**src/logic/gfx_pkg.sv**
```systemverilog
// Tilemap graphics block, shared definitions
// Vector types, CPU register map and the pixel clock divide
`default_nettype none

package gfx_pkg;

    typedef logic [7:0]  byte_t;
    typedef logic [11:0] cpu_addr_t;
    // Layer bit, tile code, tile row, half
    typedef logic [12:0] rom_addr_t;
    // Four pixels, leftmost in the top nibble
    typedef logic [15:0] rom_word_t;
    typedef logic [3:0]  tile_pxl_t;
    typedef logic [4:0]  pal_idx_t;
    typedef logic [7:0]  colour_t;
    typedef logic [8:0]  scan_t;

    // Register offsets inside the 0x000-0x007 window
    localparam logic [2:0] REG_SCROLL_X_A = 3'd0;
    localparam logic [2:0] REG_SCROLL_Y_A = 3'd1;
    localparam logic [2:0] REG_SCROLL_X_B = 3'd2;
    localparam logic [2:0] REG_SCROLL_Y_B = 3'd3;
    localparam logic [2:0] REG_CTRL       = 3'd4;
    localparam logic [2:0] REG_IRQ_ACK    = 3'd5;

    // REG_CTRL bits
    localparam int CTRL_IRQ_EN = 0;
    localparam int CTRL_A_EN   = 1;
    localparam int CTRL_B_EN   = 2;

    // Windows decoded on addr[11:10]
    localparam logic [1:0] WIN_REGS  = 2'b00;
    localparam logic [1:0] WIN_RAM_A = 2'b01;
    localparam logic [1:0] WIN_RAM_B = 2'b10;

    localparam int PXL_DIV = 4;
    localparam int H_VIS   = 256;

endpackage

`default_nettype wire
```
**src/logic/gfx_regs.sv**
```systemverilog
// CPU interface of the graphics block
// Window decode, control registers, registered read-back and frame IRQ
`default_nettype none

module gfx_regs import gfx_pkg::*; (
    input  wire       clk,
    input  wire       rst,
    input  wire       cs,
    input  wire       we,
    input  wire cpu_addr_t addr,
    input  wire byte_t din,
    input  wire       vblank_start,
    input  wire byte_t ram_a_rd,
    input  wire byte_t ram_b_rd,
    output byte_t     dout,
    output logic      ram_a_we,
    output logic      ram_b_we,
    output byte_t     scroll_x_a,
    output byte_t     scroll_y_a,
    output byte_t     scroll_x_b,
    output byte_t     scroll_y_b,
    output logic      layer_a_en,
    output logic      layer_b_en,
    output logic      irq_n
);

    byte_t ctrl;
    byte_t rd_byte;
    logic  reg_sel;
    logic  ram_a_sel;
    logic  ram_b_sel;
    logic  reg_wr;

    assign reg_sel   = cs && addr[11:10] == WIN_REGS && addr[9:3] == '0;
    assign ram_a_sel = cs && addr[11:10] == WIN_RAM_A;
    assign ram_b_sel = cs && addr[11:10] == WIN_RAM_B;
    assign reg_wr    = reg_sel && we;
    assign ram_a_we  = ram_a_sel && we;
    assign ram_b_we  = ram_b_sel && we;

    assign layer_a_en = ctrl[CTRL_A_EN];
    assign layer_b_en = ctrl[CTRL_B_EN];

    always_ff @(posedge clk or posedge rst) begin
        if (rst) begin
            scroll_x_a <= '0;
            scroll_y_a <= '0;
            scroll_x_b <= '0;
            scroll_y_b <= '0;
            ctrl       <= '0;
        end else if (reg_wr) begin
            case (addr[2:0])
                REG_SCROLL_X_A: scroll_x_a <= din;
                REG_SCROLL_Y_A: scroll_y_a <= din;
                REG_SCROLL_X_B: scroll_x_b <= din;
                REG_SCROLL_Y_B: scroll_y_b <= din;
                REG_CTRL:       ctrl       <= din;
                default: ;
            endcase
        end
    end

    // IRQ ack and unmapped offsets read as zero
    always_comb begin
        rd_byte = '0;
        if (reg_sel) begin
            case (addr[2:0])
                REG_SCROLL_X_A: rd_byte = scroll_x_a;
                REG_SCROLL_Y_A: rd_byte = scroll_y_a;
                REG_SCROLL_X_B: rd_byte = scroll_x_b;
                REG_SCROLL_Y_B: rd_byte = scroll_y_b;
                REG_CTRL:       rd_byte = ctrl;
                default:        rd_byte = '0;
            endcase
        end else if (ram_a_sel) begin
            rd_byte = ram_a_rd;
        end else if (ram_b_sel) begin
            rd_byte = ram_b_rd;
        end
    end

    always_ff @(posedge clk or posedge rst) begin
        if (rst) begin
            dout  <= '0;
            irq_n <= 1'b1;
        end else begin
            if (cs && !we) begin
                dout <= rd_byte;
            end
            // A new frame wins over a simultaneous ack
            if (reg_wr && addr[2:0] == REG_IRQ_ACK) begin
                irq_n <= 1'b1;
            end
            if (vblank_start && ctrl[CTRL_IRQ_EN]) begin
                irq_n <= 1'b0;
            end
        end
    end

    a_one_ram_we: assert property (@(posedge clk) disable iff (rst)
        !(ram_a_we && ram_b_we))
        else $error("both tile RAM write enables high");

endmodule

`default_nettype wire

```
**config.mk**
```make
export PLATFORM = sky130hd
export DESIGN_NAME = gfx_regs
export DESIGN_NICKNAME = d
export VERILOG_FILES = /design/src/logic/gfx_pkg.sv /design/src/logic/gfx_regs.sv
export SDC_FILE = /design/constraint.sdc
export NUM_CORES = 1
export LEC_CHECK = 0
export BUFFER_PORTS_ARGS = -buffer_cell sky130_fd_sc_hd__buf_2
export CORE_UTILIZATION = 49
export CTS_CLUSTER_DIAMETER = 80
export DETAILED_ROUTE_END_ITERATION = 8
export HOLD_SLACK_MARGIN = 0.06
export PLACE_DENSITY = 0.79
export SYNTH_ARGS = -nofsm -noshare
export SYNTH_HDL_FRONTEND = slang
export SYNTH_SLANG_ARGS = --single-unit
```
**constraint.sdc**
```tcl
create_clock -name clk -period 2.35 [get_ports clk]
set_input_delay 0.705 -clock clk [delete_from_list [all_inputs] [get_ports clk]]
set_output_delay 0.705 -clock clk [all_outputs]
set_load 0.1 [all_outputs]
```
==> Yosys cells after proc, flatten, opt, wreduce, memory -nomap -nowiden <==
Index checks and enable logic that the tools add are counted.
{ "classes": {"eq_ne": 7, "muxes": 6, "reduce_logical": 20} }
{ "ops": {"columns": ["cell", "n"], "rows": [
  ["$pmux 8 s5", 1],
  ["$mux 8", 3],
  ["$logic_and 1x1->1", 10],
  ["$reduce_and 2->1", 5],
  ["$logic_not 7->1", 1],
  ["$eq 3x2->1 const B", 2],
  ["$eq 3x3->1 const B", 2],
  ["$eq 3x1->1 const B", 1],
  ["$logic_not 3->1", 1],
  ["$eq 2x1->1 const B", 1],
  ["$eq 2x2->1 const B", 1],
  ["$logic_not 2->1", 1],
  ["$mux 1", 2],
  ["$reduce_bool 2->1", 1],
  ["$logic_not 1->1", 1]
]} }
{ "word_totals": {"register_bits": 49, "inputBits": 41} }

==> Logic depth before layout (Yosys ltp) <==
Gate-level depths: netlist (run 1).
{ "logic_depth": {"word_depth": 7, "mapped_depth": 6} }

==> Worst setup path after synthesis (run 1) <==
OpenSTA, ideal clock, no wires.
{ "synth_timing": {"path_kind": "input -> output", "startpoint": "input addr[11]", "endpoint": "output ram_a_we", "t_arrival_ns": 1.931, "t_required_ns": 1.645, "path_slack_ns": -0.286, "path_stages": 3, "path_buffers": 1, "path_cell_list": "and2b_1 > clkbuf_1 > and3_1"} }
{ "synth_via": {"elab_chain_cells": 3} }
{ "synth_lines": {"columns": ["element", "line_no", "rtl"], "rows": [
  ["start, declared", "gfx_regs.sv:10", "input wire cpu_addr_t addr,"],
  ["$eq 2x1->1", "gfx_regs.sv:35", "assign ram_a_sel = cs && addr[11:10] == WIN_RAM_A;"],
  ["$logic_and 1x1->1", "gfx_regs.sv:35", null],
  ["$logic_and 1x1->1", "gfx_regs.sv:38", "assign ram_a_we = ram_a_sel && we;"],
  ["end, declared", "gfx_regs.sv:16", "output logic ram_a_we,"]
]} }
No other way between the ends.

==> Worst setup path after layout (run 1) <==
Same ends and word-level chain as after synthesis.

==> impl_metrics.csv, run 1 <==
group,metric,value,unit
sta,worst_slew_pin_slew,0.493,ns
setup_path,reg2reg_depth,3,
routing,first_pass_iters,4,
cells_and_area,fillers,364,
setup_path,rr_endpoint,"dout[0]",
die,core-area,4720,um^2
setup_path,rr_startpoint,"scroll_y_b[0]",
power_and_ir_drop,total_leakage_power,1.65,nW
routing,final_antenna_net_count,0,
global_route,top_usage_layer,"met2",
global_route,use_met3,5.00,%
yosys,syn_inst,189,
clocking,cts_resized,0,
yosys,ys_types,37,
routing,drcViolationCount,0,
global_route,grt-ovfl-total,0,
yosys,synth_common_cells,"dfrtp_1, mux2_2, mux2i_1",
die,die_area,5210,um^2
yosys,syn_avg_cell_area,12.8,um^2
setup_path,cp-end-kind,"primary output",
sta,finalMaxSlewViolations,0,
setup_path,cp_max_fo,3,
placement,io_buffers,85,
setup_path,critPathLaunch,"addr[11]",
cells_and_area,diodes,0,
clocking,clk_path_buf_depth,2,
clocking,post_cts_buffers,0,
clocking,clock-root-buffer,"clkbuf_8",
routing,drt-initial-drc-count,64,
setup_path,regToRegSetupSlack,0.99,ns
sta,min_period_over_period,89.7,%
placement,post-dp-hpwl,4.05,mm
sta,max_slew_margin,67.4,%
cells_and_area,area_delta_synth_final,27.7,%
clocking,cts_buffers,5,
yosys,synth-seq-cells,49,
die,start_util,51.1,%
die,die_w,72.2,um
die,core.rowCount,25,
yosys,yosysSeqAreaShare,50.9,%
global_route,grt_pass1_vias,1830,
global_route,antenna_found_initial,0,
sta,timing.fmax,0.474,GHz
sta,min_period,2.11,ns
die,ioPinCount,86,
sta,finalHoldViolations,0,
flow_run,drv_cap,0,
clocking,cts_sinks,49,
min_path,hold_class,"in -> async",
global_route,grt_pass1_wl,8.83,mm
yosys,yosysWarnings,0,
clocking,h-tree-depth,2,
routing,viasPerCell,5.36,
sta,rsz0062_at_grt,"no",
clocking,clk_latency,0.30,ns
setup_path,cp_slowest_stage_delay,0.21,ns
yosys,synth_top_area_share,49.8,%
yosys,syn_area,2410,um^2
global_route,grt_use_total,22.6,%
yosys,syn_nets,230,
cells_and_area,fin_area,3080,um^2
power_and_ir_drop,peakVddDrop,358,uV
yosys,post-synth-top-count-cell,"dfrtp_1",
power_and_ir_drop,pwr_density_cell,578,nW/um^2
setup_path,crit_type,"in -> out",
global_route,grt_max_degree,50,
routing,num_vias,1856,
setup_path,cp-start-kind,"input port",
yosys,ys.flop_type,"dfrtp_1",
setup_path,crit_slowest_cell,"and3_2",
setup_path,worstPathArrival,1.40,ns
routing,wirelength,5.51,mm
placement,dpl_cell_area,2970,um^2
clocking,clk_pin_slew,0.09,ns
cells_and_area,fin_nets,319,
power_and_ir_drop,finalPower,1.78,mW
cells_and_area,drive_gt1_share,55.9,%
die,fp.dieH,72.2,um
clocking,cts_hold_buffers,0,
sta,setup-violations-final,0,
sta,skew,0.00993,ns
clocking,cts_tree,"done",
status,status,"completed",
setup_path,path_cells,"buf_2 -> and2b_1 -> and3_2 -> buf_12",
global_route,grtUsageMet2,37.2,%
global_route,grt_use_met1,30.0,%
yosys,synth_top_area_cell,"dfrtp_1",
yosys,synth_edf_count,0,
yosys,ys_async_sr_fraction,100,%
placement,gp_congestion,0.772,
setup_path,cp_data_required_time,1.64,ns
yosys,synthTopCellsByArea,"dfrtp_1, mux2_2, mux2i_1, mux2_4, o221ai_1",
routing,wl_per_cell,15.9,um
## final cells by class
class	instances	area, um^2	area share [%]
flip-flops and latches	49	1230	39.8
well taps	67	83.8	2.72
clock inverters	1	30.0	0.974
clock buffers	7	86.3	2.80
inverters	3	11.3	0.365
repair buffers	95	543	17.6
multi-input cells	124	1100	35.7
## layer usage
layer | part of all wire (%) | up-vias
met4 | 1.6 | 0
li1 | - | 883
met5 | 0 | -
met2 | 48 | 80
met3 | 6.5 | 8
met1 | 44 | 885
## layout by cell type (no fill, tap or decap), types with 2 or more instances in the layout
master    instances
a21oi_1           8
a221oi_1          2
a22oi_1           8
and3_2            2
buf_12            3
buf_2            83
buf_4             9
clkbuf_8          6
dfrtp_1          48
inv_1             2
mux2_2           33
mux2_4            8
mux2i_1          12
nand2_1           7
nand2_2           3
nand2b_1          2
nand3b_1          3
nor2_1            5
nor2b_1           2
o21ai_0           3
o221ai_1          7
o22ai_1           4
## cell families after synthesis
family / synth area share (%)
AND/OR/NAND/NOR: 9.44
buffers and inverters: 3.63
AO/OA/AOI/OAI: 9.75
multiplexers: 26.3
flip-flops: 50.9
## worst max-delay path by stage
stage,endpoint,slack (ns),depth (start not counted)
final,ram_a_we,0.24,4
after global routing,ram_a_we,0.21,4
after CTS,ram_a_we,0.24,4
after detailed placement,scroll_y_a[3],0.06,6
after global placement,scroll_y_a[4],0.10,6
after floorplan,ram_a_we,-0.005,3
## metrics by stage
step           hold WS, ns  setup WS, ns  instances  util, %  setup TNS (ns)
2_1_floorplan        0.401      -0.00537        189        -        -0.00537
3_3_place_gp         0.442         0.102        338     62.8               0
3_5_place_dp         0.445        0.0638        338     62.8               0
4_1_cts              0.437         0.237        346     65.2               0
5_1_grt              0.454         0.210        346     65.2               0
6_report             0.423         0.241        346     65.2               0
## sequential cells by signal (all words and copies together), names as in the netlist
name / cells
ctrl: 8
dout: 8
irq_n: 1
scroll_x_a: 8
scroll_x_b: 8
scroll_y_a: 8
scroll_y_b: 8
## worst max-delay path, delay by kind of cell
family	cells	cell delay, ns
buffers and inverters	2	0.29
and+or+nand+nor	2	0.41
## where the power goes
group / total, mW / internal [mW] / switching, mW
combinational: 0.301 / 0.0767 / 0.224
sequential: 0.869 / 0.860 / 0.00876
clock: 0.611 / 0.347 / 0.264
Power figures use the tool's default switching activity.
==> run 2, diff against run 1 <==
--- a/config.mk
+++ b/config.mk
@@ -9,6 +9,7 @@
 export CORE_UTILIZATION = 49
 export CTS_CLUSTER_DIAMETER = 80
 export DETAILED_ROUTE_END_ITERATION = 8
+export GPL_TIMING_DRIVEN = 0
 export HOLD_SLACK_MARGIN = 0.06
 export PLACE_DENSITY = 0.79
 export SYNTH_ARGS = -nofsm -noshare
==> impl_metrics.csv, run 2 (synthesis results as in run 1) <==
group,metric,value,unit
status,status,"completed",
die,start_util,51.1,%
cells_and_area,drive_gt1_share,55.2,%
clocking,cts_tree,"done",
setup_path,cp-end-kind,"primary output",
clocking,cts_sinks,49,
sta,min_period,2.26,ns
sta,finalHoldViolations,0,
routing,dr_wl_met2,2.49,mm
setup_path,crit_slowest_cell,"buf_6",
clocking,cts_buffers,5,
setup_path,cp_max_fo,9,
clocking,clk_pin_slew,0.09,ns
die,core-area,4720,um^2
die,ioPinCount,86,
sta,setup-violations-final,0,
sta,timing.fmax,0.443,GHz
power_and_ir_drop,total_leakage_power,1.62,nW
cells_and_area,fin_area,3040,um^2
die,die_area,5210,um^2
power_and_ir_drop,pwr_density_cell,546,nW/um^2
sta,finalMaxSlewViolations,0,
power_and_ir_drop,peakVddDrop,434,uV
sta,max_slew_margin,65.0,%
sta,min_period_over_period,96.0,%
routing,maxUsedRoutingLayer,"met4",
die,fp.dieH,72.2,um
global_route,grt_use_total,22.5,%
sta,skew,0.00418,ns
setup_path,path_cells,"buf_2 -> nor2b_1 -> clkbuf_2 -> and3_2 -> buf_6",
routing,drt-initial-drc-count,71,
cells_and_area,mostFrequentLayoutCells,"buf_2, dfrtp_1, mux2_2",
routing,wl_met1,2.57,mm
min_path,hold_class,"in -> async",
sta,rsz0062_at_grt,"no",
routing,drcViolationCount,0,
flow_run,drv_cap,0,
clocking,clock-root-buffer,"clkbuf_8",
placement,gp_congestion,0.765,
global_route,antenna_found_initial,0,
global_route,grt_pass1_vias,1716,
die,die_w,72.2,um
global_route,grt_pass1_wl,8.74,mm
global_route,grt_max_degree,32,
routing,viasPerCell,5.28,
clocking,h-tree-depth,2,
cells_and_area,diodes,0,
setup_path,cp-start-kind,"input port",
setup_path,critPathTopFamily,"buffers and inverters",
placement,post-dp-hpwl,3.95,mm
setup_path,worstPathArrival,1.55,ns
global_route,grt-ovfl-total,0,
setup_path,critPathBufInv,3,
setup_path,crit_type,"in -> out",
cells_and_area,area_delta_synth_final,25.9,%
clocking,clk_path_buf_depth,2,
routing,num_vias,1839,
routing,wl_per_cell,15.8,um
routing,wirelength,5.49,mm
placement,io_buffers,84,
routing,wl_met3,322,um
setup_path,cp_data_required_time,1.64,ns
sta,worst_slew_pin_slew,0.523,ns
sta,fin_setup_tns,0,ns
setup_path,cp.depth,5,
cells_and_area,fin_nets,321,
placement,dpl_cell_area,2940,um^2
setup_path,reg2reg_depth,3,
setup_path,cp_slowest_stage_delay,0.22,ns
clocking,clk_latency,0.31,ns
cells_and_area,layout_commonest_cell,"buf_2",
routing,first_pass_iters,4,
die,core.rowCount,25,
routing,final_antenna_net_count,0,
run 2: changes by cell type in the layout (fill, tap and decap cells not counted), sizes merged:
cell	before	now
clkbuf	7	11
bufinv	1	0
clkinvlp	0	1
clkinv	0	2
buf	95	91
run 2: report_power, final:
part	internal (mW)	leakage [nW]	switching, mW	total [mW]
clock network	0.206	0.0439	0.289	0.495
registers	0.860	0.673	0.00812	0.868
logic	0.0718	0.905	0.223	0.295
run 2: path summary, 6_finish.rpt:
| path | from | endpoint | slack (ns) |
|---|---|---|---|
| worst max-delay path | addr[11] | ram_b_we | 0.09 |
| worst min-delay path | rst | scroll_y_a[2] | 0.38 |
| worst max register to register | scroll_y_b[0] | dout[0] | 1.00 |
| worst min register to register | ctrl[0] | irq_n | 0.44 |
| max in group asynchronous | rst | irq_n | 1.40 |
| min in group clk | ctrl[0] | irq_n | 0.44 |
run 2: final cells by class:
type,instances,area [um^2]
inverters,3,11.3
fillers,394,1690
clock inverters,3,17.5
multi-input cells,124,1100
clock buffers,5,68.8
repair buffers,85,453
flip-flops and latches,49,1230
plain buffers,12,73.8
well taps,67,83.8
run 2: per-layer routing:
metal	vias to the layer above	GRT usage (%)
li1	894	-
met1	865	31.5
met2	71	34.1
met3	9	5.83
met4	0	7.84
met5	-	0
run 2: what timing repair did:
action | CTS | global route
resized for setup | 4 | 2
endpoints found under the setup margin | 2 | 2
hold buffers | 0 | 0
buffers inserted | 0 | 0
run 2: per-stage QoR:
step	hold slack (ns)	instances	setup WS, ns	utilization (%)	power, mW
global route	0.402	348	0.0275	64.3	1.73
CTS	0.388	348	0.0278	64.2	1.66
global placement	0.431	340	-0.268	61.8	1.17
finish	0.385	348	0.0945	64.3	1.66
detailed placement	0.429	341	-0.277	62.2	1.18
floorplan	0.401	189	-0.00537	-	1.09
